File: src/include/move_order_config.svh
`ifndef MOVE_ORDER_CONFIG_SVH
`define MOVE_ORDER_CONFIG_SVH

// entries per move list and per sorter
`define MO_MAX_MOVES 8

// depth regions in the move stack
`define MO_MAX_DEPTH 4

// drain ordering is written for exactly two
`define MO_NUM_SORTERS 2

`define MO_RD_LATENCY 2 // cycles from read address to rd_move

`endif

File: src/verilog/move_order_pkg.sv
`include "move_order_config.svh"

package move_order_pkg;

    typedef struct packed {
        logic [5:0] from_sq;
        logic [5:0] to_sq;
        logic [3:0] promo;
    } move_t;

    typedef logic signed [15:0] eval_t;

    // eval with the sign bit inverted, so unsigned compare orders like signed
    typedef logic [15:0] sort_key_t;

    typedef logic [$clog2(`MO_MAX_MOVES)-1:0] move_idx_t;
    typedef logic [$clog2(`MO_MAX_MOVES):0] move_cnt_t; // 0 .. MO_MAX_MOVES
    typedef logic [$clog2(`MO_MAX_DEPTH)-1:0] depth_t;

endpackage

File: src/verilog/move_order_unit.sv
`timescale 1ns/1ps
`include "move_order_config.svh"

module move_order_unit (
    input  logic                      clk_in,
    input  logic                      rst_in,
    input  logic                      list_start_in,
    input  move_order_pkg::depth_t    depth_in,
    input  move_order_pkg::move_t     move_in,
    input  move_order_pkg::eval_t     eval_in,
    input  logic                      move_valid_in,
    input  logic                      list_end_in,
    input  move_order_pkg::depth_t    rd_depth_in,
    input  move_order_pkg::move_idx_t rd_idx_in,
    output logic                      ready_out,
    output logic                      list_done_out,
    output move_order_pkg::depth_t    done_depth_out,
    output move_order_pkg::move_cnt_t done_len_out,
    output move_order_pkg::move_t     rd_move_out
);
    logic                      wr_en;
    move_order_pkg::depth_t    wr_depth;
    move_order_pkg::move_idx_t wr_idx;
    move_order_pkg::move_t     wr_move;

    sorter_pool u_pool (
        .clk_in        (clk_in),
        .rst_in        (rst_in),
        .list_start_in (list_start_in),
        .depth_in      (depth_in),
        .move_in       (move_in),
        .eval_in       (eval_in),
        .move_valid_in (move_valid_in),
        .list_end_in   (list_end_in),
        .ready_out     (ready_out),
        .list_done_out (list_done_out),
        .done_depth_out(done_depth_out),
        .done_len_out  (done_len_out),
        .wr_en         (wr_en),
        .wr_depth      (wr_depth),
        .wr_idx        (wr_idx),
        .wr_move       (wr_move)
    );

    move_stack_ram #(
        .WIDTH($bits(move_order_pkg::move_t)),
        .DEPTH(`MO_MAX_DEPTH * `MO_MAX_MOVES)
    ) u_stack (
        .clk_in  (clk_in),
        .wr_en   (wr_en),
        .wr_depth(wr_depth),
        .wr_idx  (wr_idx),
        .wr_move (wr_move),
        .rd_depth(rd_depth_in),
        .rd_idx  (rd_idx_in),
        .rd_move (rd_move_out)
    );

endmodule

File: src/verilog/move_stack_ram.sv
`timescale 1ns/1ps
`include "move_order_config.svh"

module move_stack_ram #(
    parameter int WIDTH = $bits(move_order_pkg::move_t),
    parameter int DEPTH = `MO_MAX_DEPTH * `MO_MAX_MOVES
) (
    input  logic                      clk_in,
    input  logic                      wr_en,
    input  move_order_pkg::depth_t    wr_depth,
    input  move_order_pkg::move_idx_t wr_idx,
    input  move_order_pkg::move_t     wr_move,
    input  move_order_pkg::depth_t    rd_depth,
    input  move_order_pkg::move_idx_t rd_idx,
    output move_order_pkg::move_t     rd_move
);
    localparam int AW = $clog2(DEPTH);

    logic [WIDTH-1:0] mem [DEPTH];
    logic [WIDTH-1:0] rd_pipe [`MO_RD_LATENCY];
    logic [AW-1:0]    wr_addr;
    logic [AW-1:0]    rd_addr;

    // depth picks a region, index the slot inside it
    assign wr_addr = {wr_depth, wr_idx};
    assign rd_addr = {rd_depth, rd_idx};

    always_ff @(posedge clk_in) begin
        if (wr_en) begin
            mem[wr_addr] <= wr_move;
        end
        rd_pipe[0] <= mem[rd_addr]; // read-first on a same-address write
        for (int k = 1; k < `MO_RD_LATENCY; k++) begin
            rd_pipe[k] <= rd_pipe[k-1];
        end
    end

    assign rd_move = rd_pipe[`MO_RD_LATENCY-1];

endmodule

File: src/verilog/sorter_pool.sv
`timescale 1ns/1ps
`include "move_order_config.svh"

module sorter_pool (
    input  logic                      clk_in,
    input  logic                      rst_in,
    input  logic                      list_start_in,
    input  move_order_pkg::depth_t    depth_in,
    input  move_order_pkg::move_t     move_in,
    input  move_order_pkg::eval_t     eval_in,
    input  logic                      move_valid_in,
    input  logic                      list_end_in,
    output logic                      ready_out,
    output logic                      list_done_out,
    output move_order_pkg::depth_t    done_depth_out,
    output move_order_pkg::move_cnt_t done_len_out,
    output logic                      wr_en,
    output move_order_pkg::depth_t    wr_depth,
    output move_order_pkg::move_idx_t wr_idx,
    output move_order_pkg::move_t     wr_move
);
    localparam int N     = `MO_NUM_SORTERS;
    localparam int SEL_W = $clog2(N);

    move_order_pkg::sort_key_t new_key;
    move_order_pkg::move_t     top_value [N];
    move_order_pkg::move_cnt_t sort_len [N];
    move_order_pkg::depth_t    depth_tag [N];
    move_order_pkg::move_idx_t drain_idx [N];
    logic [N-1:0]              collecting;
    logic [N-1:0]              closed;
    logic [N-1:0]              late_close; // closed while an older list still waited
    logic [N-1:0]              pending;    // closed lists that survive this cycle
    logic [SEL_W-1:0]          open_sel;
    logic [SEL_W-1:0]          drain_sel;
    logic [SEL_W-1:0]          free_sel;
    logic [SEL_W-1:0]          next_drain_sel;
    logic                      draining;
    logic                      free_found;
    logic                      drain_found;
    logic                      list_open;
    logic                      start_ok;
    logic                      end_ok;
    logic                      end_empty;
    logic                      drain_write;
    logic                      drain_last;

    assign new_key = {~eval_in[$high(eval_in)], eval_in[$high(eval_in)-1:0]};

    assign list_open = |collecting;
    assign ready_out = !list_open && free_found;
    assign start_ok  = list_start_in && ready_out;
    assign end_ok    = list_end_in && list_open;

    // empty list with nothing queued ahead finishes right away
    assign end_empty = end_ok && (sort_len[open_sel] == '0) && !move_valid_in
                       && (closed == '0);

    assign drain_write = draining && (sort_len[drain_sel] != '0);
    assign drain_last  = draining && (sort_len[drain_sel] <= move_order_pkg::move_cnt_t'(1));
    assign pending     = closed & ~(N'(drain_last) << drain_sel);

    always_comb begin
        logic [N-1:0] others;

        free_found     = 1'b0;
        free_sel       = '0;
        drain_found    = 1'b0;
        next_drain_sel = '0;
        for (int i = 0; i < N; i++) begin
            others = closed & ~(N'(1) << i);
            if (!free_found && !collecting[i] && !closed[i]) begin
                free_found = 1'b1;
                free_sel   = SEL_W'(i);
            end
            if (!drain_found && closed[i] && (!late_close[i] || others == '0)) begin
                drain_found    = 1'b1; // oldest closed list
                next_drain_sel = SEL_W'(i);
            end
        end
    end

    for (genvar i = 0; i < N; i++) begin : g_sorter
        stream_sorter #(
            .MAX_LEN(`MO_MAX_MOVES)
        ) u_sorter (
            .clk_in       (clk_in),
            .rst_in       (rst_in),
            .key_in       (new_key),
            .value_in     (move_in),
            .valid_in     (move_valid_in && collecting[i]),
            .dequeue_in   (drain_write && (drain_sel == SEL_W'(i))),
            .top_value_out(top_value[i]),
            .len_out      (sort_len[i])
        );
    end

    assign wr_en    = drain_write;
    assign wr_depth = depth_tag[drain_sel];
    assign wr_idx   = drain_idx[drain_sel];
    assign wr_move  = top_value[drain_sel];

    always_ff @(posedge clk_in) begin
        if (rst_in) begin
            collecting    <= '0;
            closed        <= '0;
            late_close    <= '0;
            open_sel      <= '0;
            drain_sel     <= '0;
            draining      <= 1'b0;
            list_done_out <= 1'b0;
        end else begin
            list_done_out <= end_empty || drain_last;

            if (draining) begin
                if (drain_last) begin
                    draining          <= 1'b0;
                    closed[drain_sel] <= 1'b0;
                    late_close        <= '0; // whatever is left is now the oldest
                end
            end else if (drain_found) begin
                draining  <= 1'b1;
                drain_sel <= next_drain_sel;
            end

            if (start_ok) begin
                collecting[free_sel] <= 1'b1;
                open_sel             <= free_sel;
            end

            if (end_ok) begin
                collecting[open_sel] <= 1'b0;
                if (!end_empty) begin
                    closed[open_sel]     <= 1'b1;
                    late_close[open_sel] <= |pending;
                end
            end
        end
    end

    always_ff @(posedge clk_in) begin
        if (start_ok) begin
            depth_tag[free_sel] <= depth_in;
            drain_idx[free_sel] <= '0;
        end
        if (drain_write) begin
            drain_idx[drain_sel] <= drain_idx[drain_sel] + 1'b1;
        end
        if (end_empty) begin
            done_depth_out <= depth_tag[open_sel];
            done_len_out   <= '0;
        end else if (drain_last) begin
            done_depth_out <= depth_tag[drain_sel];
            done_len_out   <= drain_write ?
                              move_order_pkg::move_cnt_t'(drain_idx[drain_sel]) + 1'b1 : '0;
        end
    end

    // moves only arrive while a list is open
    move_needs_open_list: assert property (@(posedge clk_in) disable iff (rst_in)
        move_valid_in |-> list_open);

    no_nested_start: assert property (@(posedge clk_in) disable iff (rst_in)
        list_start_in |-> !list_open);

endmodule

File: src/verilog/stream_sorter.sv
`timescale 1ns/1ps
`include "move_order_config.svh"

module stream_sorter #(
    parameter int MAX_LEN = `MO_MAX_MOVES
) (
    input  logic                      clk_in,
    input  logic                      rst_in,
    input  move_order_pkg::sort_key_t key_in,
    input  move_order_pkg::move_t     value_in,
    input  logic                      valid_in,
    input  logic                      dequeue_in,
    output move_order_pkg::move_t     top_value_out,
    output move_order_pkg::move_cnt_t len_out
);
    move_order_pkg::sort_key_t keys [MAX_LEN];
    move_order_pkg::move_t     values [MAX_LEN];
    move_order_pkg::sort_key_t nxt_keys [MAX_LEN];
    move_order_pkg::move_t     nxt_values [MAX_LEN];
    move_order_pkg::move_cnt_t len;
    logic [MAX_LEN-1:0]        keep; // entry stays ahead of the incoming one
    logic                      do_insert;
    logic                      do_dequeue;

    assign do_insert  = valid_in && (len < move_order_pkg::move_cnt_t'(MAX_LEN)); // full drops
    assign do_dequeue = dequeue_in && (len != '0);

    // >= puts a new entry behind equal keys, so ties keep arrival order
    always_comb begin
        for (int i = 0; i < MAX_LEN; i++) begin
            keep[i] = (move_order_pkg::move_cnt_t'(i) < len) && (keys[i] >= key_in);
        end
    end

    always_comb begin
        nxt_keys   = keys;
        nxt_values = values;
        if (do_insert) begin
            if (!keep[0]) begin
                nxt_keys[0]   = key_in;
                nxt_values[0] = value_in;
            end
            for (int i = 1; i < MAX_LEN; i++) begin
                if (!keep[i] && keep[i-1]) begin // insertion point
                    nxt_keys[i]   = key_in;
                    nxt_values[i] = value_in;
                end else if (!keep[i]) begin
                    nxt_keys[i]   = keys[i-1];
                    nxt_values[i] = values[i-1];
                end
            end
        end else if (do_dequeue) begin
            for (int i = 0; i < MAX_LEN - 1; i++) begin
                nxt_keys[i]   = keys[i+1];
                nxt_values[i] = values[i+1];
            end
        end
    end

    always_ff @(posedge clk_in) begin
        keys   <= nxt_keys;
        values <= nxt_values;
    end

    always_ff @(posedge clk_in) begin
        if (rst_in) begin
            len <= '0;
        end else if (do_insert) begin
            len <= len + 1'b1;
        end else if (do_dequeue) begin
            len <= len - 1'b1;
        end
    end

    assign top_value_out = values[0];
    assign len_out       = len;

    // the pool never feeds the sorter it is draining
    insert_vs_dequeue: assert property (@(posedge clk_in) disable iff (rst_in)
        !(valid_in && dequeue_in));

endmodule
File: config.mk
export PLATFORM = sky130hd
export DESIGN_NAME = move_order_unit
export DESIGN_NICKNAME = d
export VERILOG_FILES = /design/src/verilog/move_order_pkg.sv /design/src/verilog/move_order_unit.sv /design/src/verilog/move_stack_ram.sv /design/src/verilog/sorter_pool.sv /design/src/verilog/stream_sorter.sv
export VERILOG_INCLUDE_DIRS = /design/src /design/src/include
export SDC_FILE = /design/constraint.sdc
export NUM_CORES = 2
export LEC_CHECK = 0
export BUFFER_PORTS_ARGS = -buffer_cell sky130_fd_sc_hd__buf_2
export CORE_ASPECT_RATIO = 0.5
export CORE_MARGIN = 8
export CORE_UTILIZATION = 40
export CTS_BUF_LIST = sky130_fd_sc_hd__clkbuf_16
export DETAILED_ROUTE_END_ITERATION = 12
export REMOVE_ABC_BUFFERS = 1
export SLEW_MARGIN = 25
export SYNTH_ARGS = -nofsm -noshare
export SYNTH_HDL_FRONTEND = slang
export SYNTH_SLANG_ARGS = --single-unit
File: constraint.sdc
create_clock -name clk_in -period 9.9 [get_ports clk_in]
set_input_delay 1.485 -clock clk_in [delete_from_list [all_inputs] [get_ports clk_in]]
set_output_delay 1.485 -clock clk_in [all_outputs]
set_load 0.03 [all_outputs]
Yosys cells after proc, flatten, opt, wreduce, memory -nomap -nowiden. Memories as Yosys holds them, arrays and structs flattened. A register that Yosys moved wholly into a read port is not among the register bits. Cells that the tools add are included.

Flip-flop bits (word level): 536. RAM bits: 554. Memories: 4. Output and inout bits: 24.

Order comparisons: 43. Muxes and demuxes: 123. Reductions and logical operators: 111. Bitwise gates (word level): 13. Add/sub/neg operators: 6. Equal/unequal tests: 16. Shift-type cells: 1.

Memories: u_stack.mem (words 32, width 16, read ports 1, clocked after memory_dff 0, wr ports 1, line move_stack_ram.sv:19) `logic [WIDTH-1:0] mem [DEPTH];`; u_stack.rd_pipe (words 2, width 16, read ports 2, clocked after memory_dff 0, wr ports 2, line move_stack_ram.sv:20) `` logic [WIDTH-1:0] rd_pipe [`MO_RD_LATENCY]; ``; u_pool.drain_idx (words 2, width 3, read ports 1, clocked after memory_dff 1, wr ports 2, line sorter_pool.sv:29) `move_order_pkg::move_idx_t drain_idx [N];`; u_pool.depth_tag (words 2, width 2, read ports 2, clocked after memory_dff 2, wr ports 1, line sorter_pool.sv:28) `move_order_pkg::depth_t depth_tag [N];`.

Operator list (count): two-way mux 16 bit (63); two-way mux 112 bit (8); greater-or-equal comparator 16 bit (16); logical AND 1 bit (55); two-way mux 4 bit (11); inequality test 3 x 2 -> 1 bit, second input constant (12); AND reduction 2 bit (17); < comparator 3 x 4 -> 1 bit, first input constant (8); two-way mux 2 bit (15); logical NOT 1 bit (24); two-way mux 1 bit (22); < comparator 1 x 4 -> 1 bit, first input constant (4); < comparator 2 x 4 -> 1 bit, first input constant (4); nonzero test 4 bit (3); adder 4 x 1 -> 4 bit, second input constant (2); < comparator 4 bit, second input constant (2); subtractor 4 x 1 -> 4 bit, second input constant (2); bitwise AND 2 bit (3); logical NOT 2 bit (3); < comparator 1 x 2 -> 1 bit, second input constant (3); inverter 2 bit (3); nonzero test 2 bit (3); adder 3 x 1 -> 4 bit, second input constant (1); greater-or-equal comparator 2 bit, second input constant (2); 14 further kinds (27).

Logic depth before layout (Yosys ltp).
Depth after elaboration: 16. Mapped depth: 11. Mapped depth without buffers: 9.

Modules after synthesis. A second synthesis with hierarchy kept.

Cells, all modules: 4204. Area, all modules: 53696.5 um^2.

By module, submodules not included: move_stack_ram (instances 1, area each 20975.1 um^2, cells each 1175); stream_sorter at u_pool.g_sorter[0].u_sorter (instances 1, area each 15652.5 um^2, cells each 1456); stream_sorter at u_pool.g_sorter[1].u_sorter (instances 1, area each 15558.7 um^2, cells each 1429); sorter_pool (instances 1, area each 1510.2 um^2, cells each 144).

Worst setup path after synthesis. No wires, ideal clock.

Path kind: input port to flip-flop. Start: input port eval_in[2]. End: register u_pool.g_sorter[1].u_sorter.keys[100] (netlist bit) (enable). Required time: 9.434 ns. Path slack: 3.927 ns. Stages on the path: 10. Data arrival time: 5.507 ns. Buffers on the path: 2. Path through: inv_1 > ha_1 > a211oi_1 > o21ai_0 > a41oi_1 > o41a_1 > nand2_1 > clkbuf_1 > clkbuf_1 > o21ai_0.

Word-level cells in the longest chain between the ends: 6. Elaborated cells between the ends (all ways): 8. Those cells by class: order compare (2); eq/ne (1); reduce/logical (5).

Ends and longest elaborated chain: start, declared (line move_order_unit.sv:10) `input move_order_pkg::eval_t eval_in,`; greater-or-equal comparator 16 bit (line stream_sorter.sv:31) `keep[i] = (move_order_pkg::move_cnt_t'(i) < len) && (keys[i] >= key_in);`; logical AND 1 bit (line stream_sorter.sv:31); logical NOT 1 bit; logical AND 1 bit (line stream_sorter.sv:44) `if (!keep[i] && keep[i-1]) begin`; inequality test 3 x 2 -> 1 bit (no source line) *; AND reduction 2 bit (no source line) *; end signal, assigned (line stream_sorter.sv:61) `keys <= nxt_keys;`; end, declared (line stream_sorter.sv:16) `move_order_pkg::sort_key_t keys [MAX_LEN];`.

Every way passes the cells marked *; elsewhere a longest branch is shown, timed or not. A chain may end at the register's enable or synchronous reset.

Worst setup path in the final report.
Start: input port eval_in[9]. End: register u_pool.g_sorter[1].u_sorter.values[13] (netlist bit), data pin.

Word-level cells in the longest chain between the ends: 5. Elaborated cells between the ends (all ways): 7. Those cells by class: order compare (2); mux (1); reduce/logical (4).

Ends and longest elaborated chain: greater-or-equal comparator 16 bit (line stream_sorter.sv:31); logical AND 1 bit (line stream_sorter.sv:31); logical NOT 1 bit; logical AND 1 bit * (line stream_sorter.sv:44); two-way mux 16 bit * (line stream_sorter.sv:44); end signal, assigned (line stream_sorter.sv:62) `values <= nxt_values;`; end, declared (line stream_sorter.sv:17) `move_order_pkg::move_t values [MAX_LEN];`.

Marks and branches as above.

==> impl_metrics.csv <==
group,metric,value,unit
timing,max-slew-margin-rel,31.36,%
placed_design,hpwlAfterDp,88640,µm
clocking,cts_tree,"yes",
run_status,status,"finished, final reports clean",
power_and_ir_drop,p_int,7.525,mW
timing,clock_skew,34.02,ps
synth,synthAdderAreaFrac,6.343,%
power_and_ir_drop,p_comb_share,8.6,%
synth,ys_async_sr_fraction,0,%
flow_run,maxCapViolations,0,
clocking,clock-sinks,1092,
floorplan,die-area,144700,µm²
timing,fmax,0.1960,GHz
synth,synth-xor-area-share,0.08284,%
grt,grt_pass1_wl,216500,µm
synth,synth-seq-area-share,60.97,%
hold_path,min_delay_worst_endpoint,"u_stack.rd_pipe[0][25]",
power_and_ir_drop,leakagePower,20.46,nW
critical_path,end_kind,"flop",
synth,synth.avg_cell_area,13.06,µm²
floorplan,row_count,94,
final_layout,nets,4311,
synth,syn-cell-area,52860,µm²
clocking,clkTransAtPathRegs,60,ps
critical_path,cp.buffers_inverters,3,
grt,antenna_found_initial,10,
synth,synth_seq_cells,1092,
clocking,cts_hold_buf,0,
hold_path,hold_start,"u_stack.rd_pipe[0][9]",
synth,synth-edff-count,1036,
route,ant_nets,0,
critical_path,r2r_slack,6030,ps
floorplan,initial_utilization,40.24,%
synth,synth_top_family_by_area,"compound AO/OA/AOI/OAI gates",
route,drt_iter0_markers,3910,
floorplan,core,131400,µm²
grt,grt_pass1_vias,34080,
grt,grt.overflow.total,0,
placed_design,routabilityCongestion,0.8524,
final_layout,multiInputGateArea,19550,µm²
clocking,post_cts_buffers,0,
critical_path,path_class,"primary input to flop",
critical_path,cpMostUsedCell,"a21oi_1",
final_layout,area_growth,10.40,%
synth,synthMuxAreaShare,10.99,%
route,via_count,34720,
route,via_per_inst,5.926,
critical_path,cp.required,10340,ps
route,drc,0,
clocking,cts_buffers,101,
critical_path,cp-start-kind,"primary input",
timing,finalSetupTns,0,ps
route,routed_wirelength,144600,µm
synth,synth_cell_types,73,
final_layout,drive_above_1_share,14.98,%
critical_path,path_max_fanout,24,
timing,rsz0062_at_grt,"no",
timing,worst_pin_slew,1004,ps
final_layout,n_fill_cell,11770,
floorplan,fp.dieH,273.1,µm
timing,fin_hold_ws,326.7,ps
timing,fin_crit_sh,51.54,%
synth,postSynthCellCount,4048,
grt,grt_max_degree,132,
critical_path,worstReg2RegEnd,"u_pool.g_sorter[0].u_sorter.values[64]",
clocking,htree_num_levels,3,
clocking,clockRootBuffer,"clkbuf_16",
timing,period_minus_slack,5102,ps
synth,yosysWarnings,0,
power_and_ir_drop,peakVddDrop,0.1364,mV
clocking,clock_latency,710,ps
final_layout,seqCellArea,32230,µm²
floorplan,ios,68,
critical_path,crit_path_max_incr_delay,680,ps
hold_path,min_path_type,"flop to flop",
clocking,cts.path.max_buffers,3,
timing,setup_violations,0,
hold_path,whs_path_depth,0,
power_and_ir_drop,netSwitchingFraction,24.06,%
route,wl_per_cell,24.68,µm
power_and_ir_drop,p_sw,2.385,mW
power_and_ir_drop,pwr-share-seq,53.1,%
route,dr.pass1.iters,6,
floorplan,die_w,530.1,µm
critical_path,crit_chain,"buf_2 > inv_1 > ha_1 > nand4_1 > or4b_1 > a21oi_1 > a21oi_1 > a221oi_4 > buf_4 > mux2_2",
timing,hold_viol_final,0,
synth,ys.flop_type,"edfxtp_1",
clocking,cts_resized,0,
critical_path,cp_data_arrival_time,5540,ps
grt,grtUsageTotal,19.42,%
synth,synth_compound_area_share,11.29,%
synth,synthSimpleGateAreaFrac,7.572,%
power_and_ir_drop,power_density,169.8,nW/µm²
critical_path,crit_slowest_cell,"a221oi_4",
placed_design,port_buffers,67,
critical_path,r2r_start,"u_pool.g_sorter[0].u_sorter.keys[64]",
timing,finalMaxSlewViolations,0,
critical_path,path_delay_family,"buffers and inverters",
power_and_ir_drop,p_clk_share,38.2,%
critical_path,reg2regPathDepth,10,
==> worst max-delay path by stage <==
stage	slack (ps)	start	end	depth (start not counted)
after floorplan	800	move_valid_in	u_pool.g_sorter[1].u_sorter.keys[16]	5
after global placement	3760	eval_in[13]	u_pool.g_sorter[1].u_sorter.keys[48]	11
after detailed placement	4220	eval_in[9]	u_pool.g_sorter[1].u_sorter.values[2]	10
after CTS	4950	eval_in[9]	u_pool.g_sorter[1].u_sorter.values[13]	10
after global routing	4690	eval_in[13]	u_pool.g_sorter[0].u_sorter.keys[62]	12
final	4800	eval_in[9]	u_pool.g_sorter[1].u_sorter.values[13]	10
==> worst reg2reg max path, delay by kind of cell (launching register included) <==
family          cells  cell delay, ps
compound gates      2            1030
buf+inv             3             990
simple gates        4             820
flops               1             410
fa+ha+maj           1             220
==> cells by family (layout without fill, tap and decap cells) <==
kind of cell | Yosys count | count (layout)
flip-flops | 1092 | 1092
AO/OA/AOI/OAI | 1018 | 1018
AND/OR/NAND/NOR | 948 | 948
multiplexers | 368 | 368
buffers and inverters | 349 | 381
adder cells (fa/ha/maj) | 268 | 268
XOR/XNOR | 5 | 5
other | 0 | 3
==> flip-flops by register name, summed over array words and instances (netlist names), 4 cells and up, named ones only <==
register / count
u_pool.depth_tag: 4
u_pool.drain_idx: 6
u_stack.rd_pipe: 32
u_pool.g_sorter.u_sorter.keys: 256
u_stack.mem: 512
u_pool.done_len_out: 4
u_pool.g_sorter.u_sorter.len_out: 8
u_pool.g_sorter.u_sorter.values: 224
u_pool.g_sorter.u_sorter.top_value_out: 32
==> synthesized netlist by cell type, drive strengths merged, types with 21 or more instances <==
master / instances / area share, %
a21oi: 367 / 3.5
clkbuf: 210 / 1.5
a31oi: 129 / 1.5
edfxtp: 1036 / 59
mux2i: 110 / 2.1
mux4: 160 / 6.8
nand3: 127 / 1.2
o21ai: 282 / 2.7
nand2: 388 / 2.8
ha: 268 / 6.3
inv: 50 / 0.36
a211oi: 23 / 0.36
dfxtp: 56 / 2.1
nand4: 22 / 0.26
o211ai: 103 / 1.5
buf: 89 / 0.90
nor2: 327 / 2.3
nand2b: 21 / 0.25
mux2: 98 / 2.1
==> layout make-up <==
cell class	count	share of cell area [%]
multi-input cells	2607	33.49
clock buffers	103	4.417
inverters	50	0.3430
repair buffers	147	1.765
clock inverters	81	0.9327
diodes	3	0.01286
well taps	1776	3.808
flip-flops and latches	1092	55.23
==> through the flow <==
stage               instance area (µm²)  util (%)  total power, mW  cells  setup WS, ps
floorplan                         51600         -            5.878   3749         802.4
global route                      58350     44.42            10.24   5857          4687
global placement                  55040     41.90            6.183   5667          3763
CTS                               58310     44.39            9.985   5855          4949
detailed placement                55190     42.01            6.212   5671          4218
finish                            58360     44.42            9.909   5859          4798
==> power by group through the flow <==
stage / clock network (mW) / logic, mW / registers, mW
after floorplan: 0 / 0.515 / 5.36
after global placement: 0 / 0.824 / 5.36
after detailed placement: 0 / 0.852 / 5.36
after CTS: 3.87 / 0.855 / 5.26
after global routing: 4.03 / 0.941 / 5.27
final: 3.79 / 0.857 / 5.26
==> cells in the final DEF, fill, tap and decap left out, types with 9 or more instances in the layout <==
| cell type | instances |
|---|---|
| o21ai_4 | 12 |
| nor2_1 | 294 |
| clkinv_2 | 20 |
| and3_1 | 9 |
| a21o_1 | 18 |
| a21oi_1 | 366 |
| clkinv_1 | 27 |
| nor2b_1 | 11 |
| nand3_1 | 125 |
| buf_4 | 74 |
| clkbuf_16 | 103 |
| a31oi_1 | 129 |
| mux4_2 | 160 |
| mux2_2 | 97 |
| o211ai_1 | 103 |
| buf_2 | 65 |
| nor3_1 | 11 |
| o21ai_0 | 266 |
| nor2_4 | 12 |
| edfxtp_1 | 1036 |
| o21a_1 | 18 |
| ha_1 | 268 |
| nor2_2 | 21 |
| inv_1 | 70 |
| mux2i_1 | 110 |
| a211oi_1 | 21 |
| nand2_1 | 384 |
| dfxtp_1 | 56 |
| nand2b_1 | 20 |
| nand4_1 | 22 |
==> routing by layer <==
metal / wire length (µm) / track usage (%) / part of all wire [%]
met3: 10120 / 3.022 / 7.0
met2: 67070 / 31.32 / 46
met1: 62810 / 26.89 / 43
met4: 4583 / 6.596 / 3.2
met5: 27 / 0 / 0.019
(Power assumes the default switching activity.)
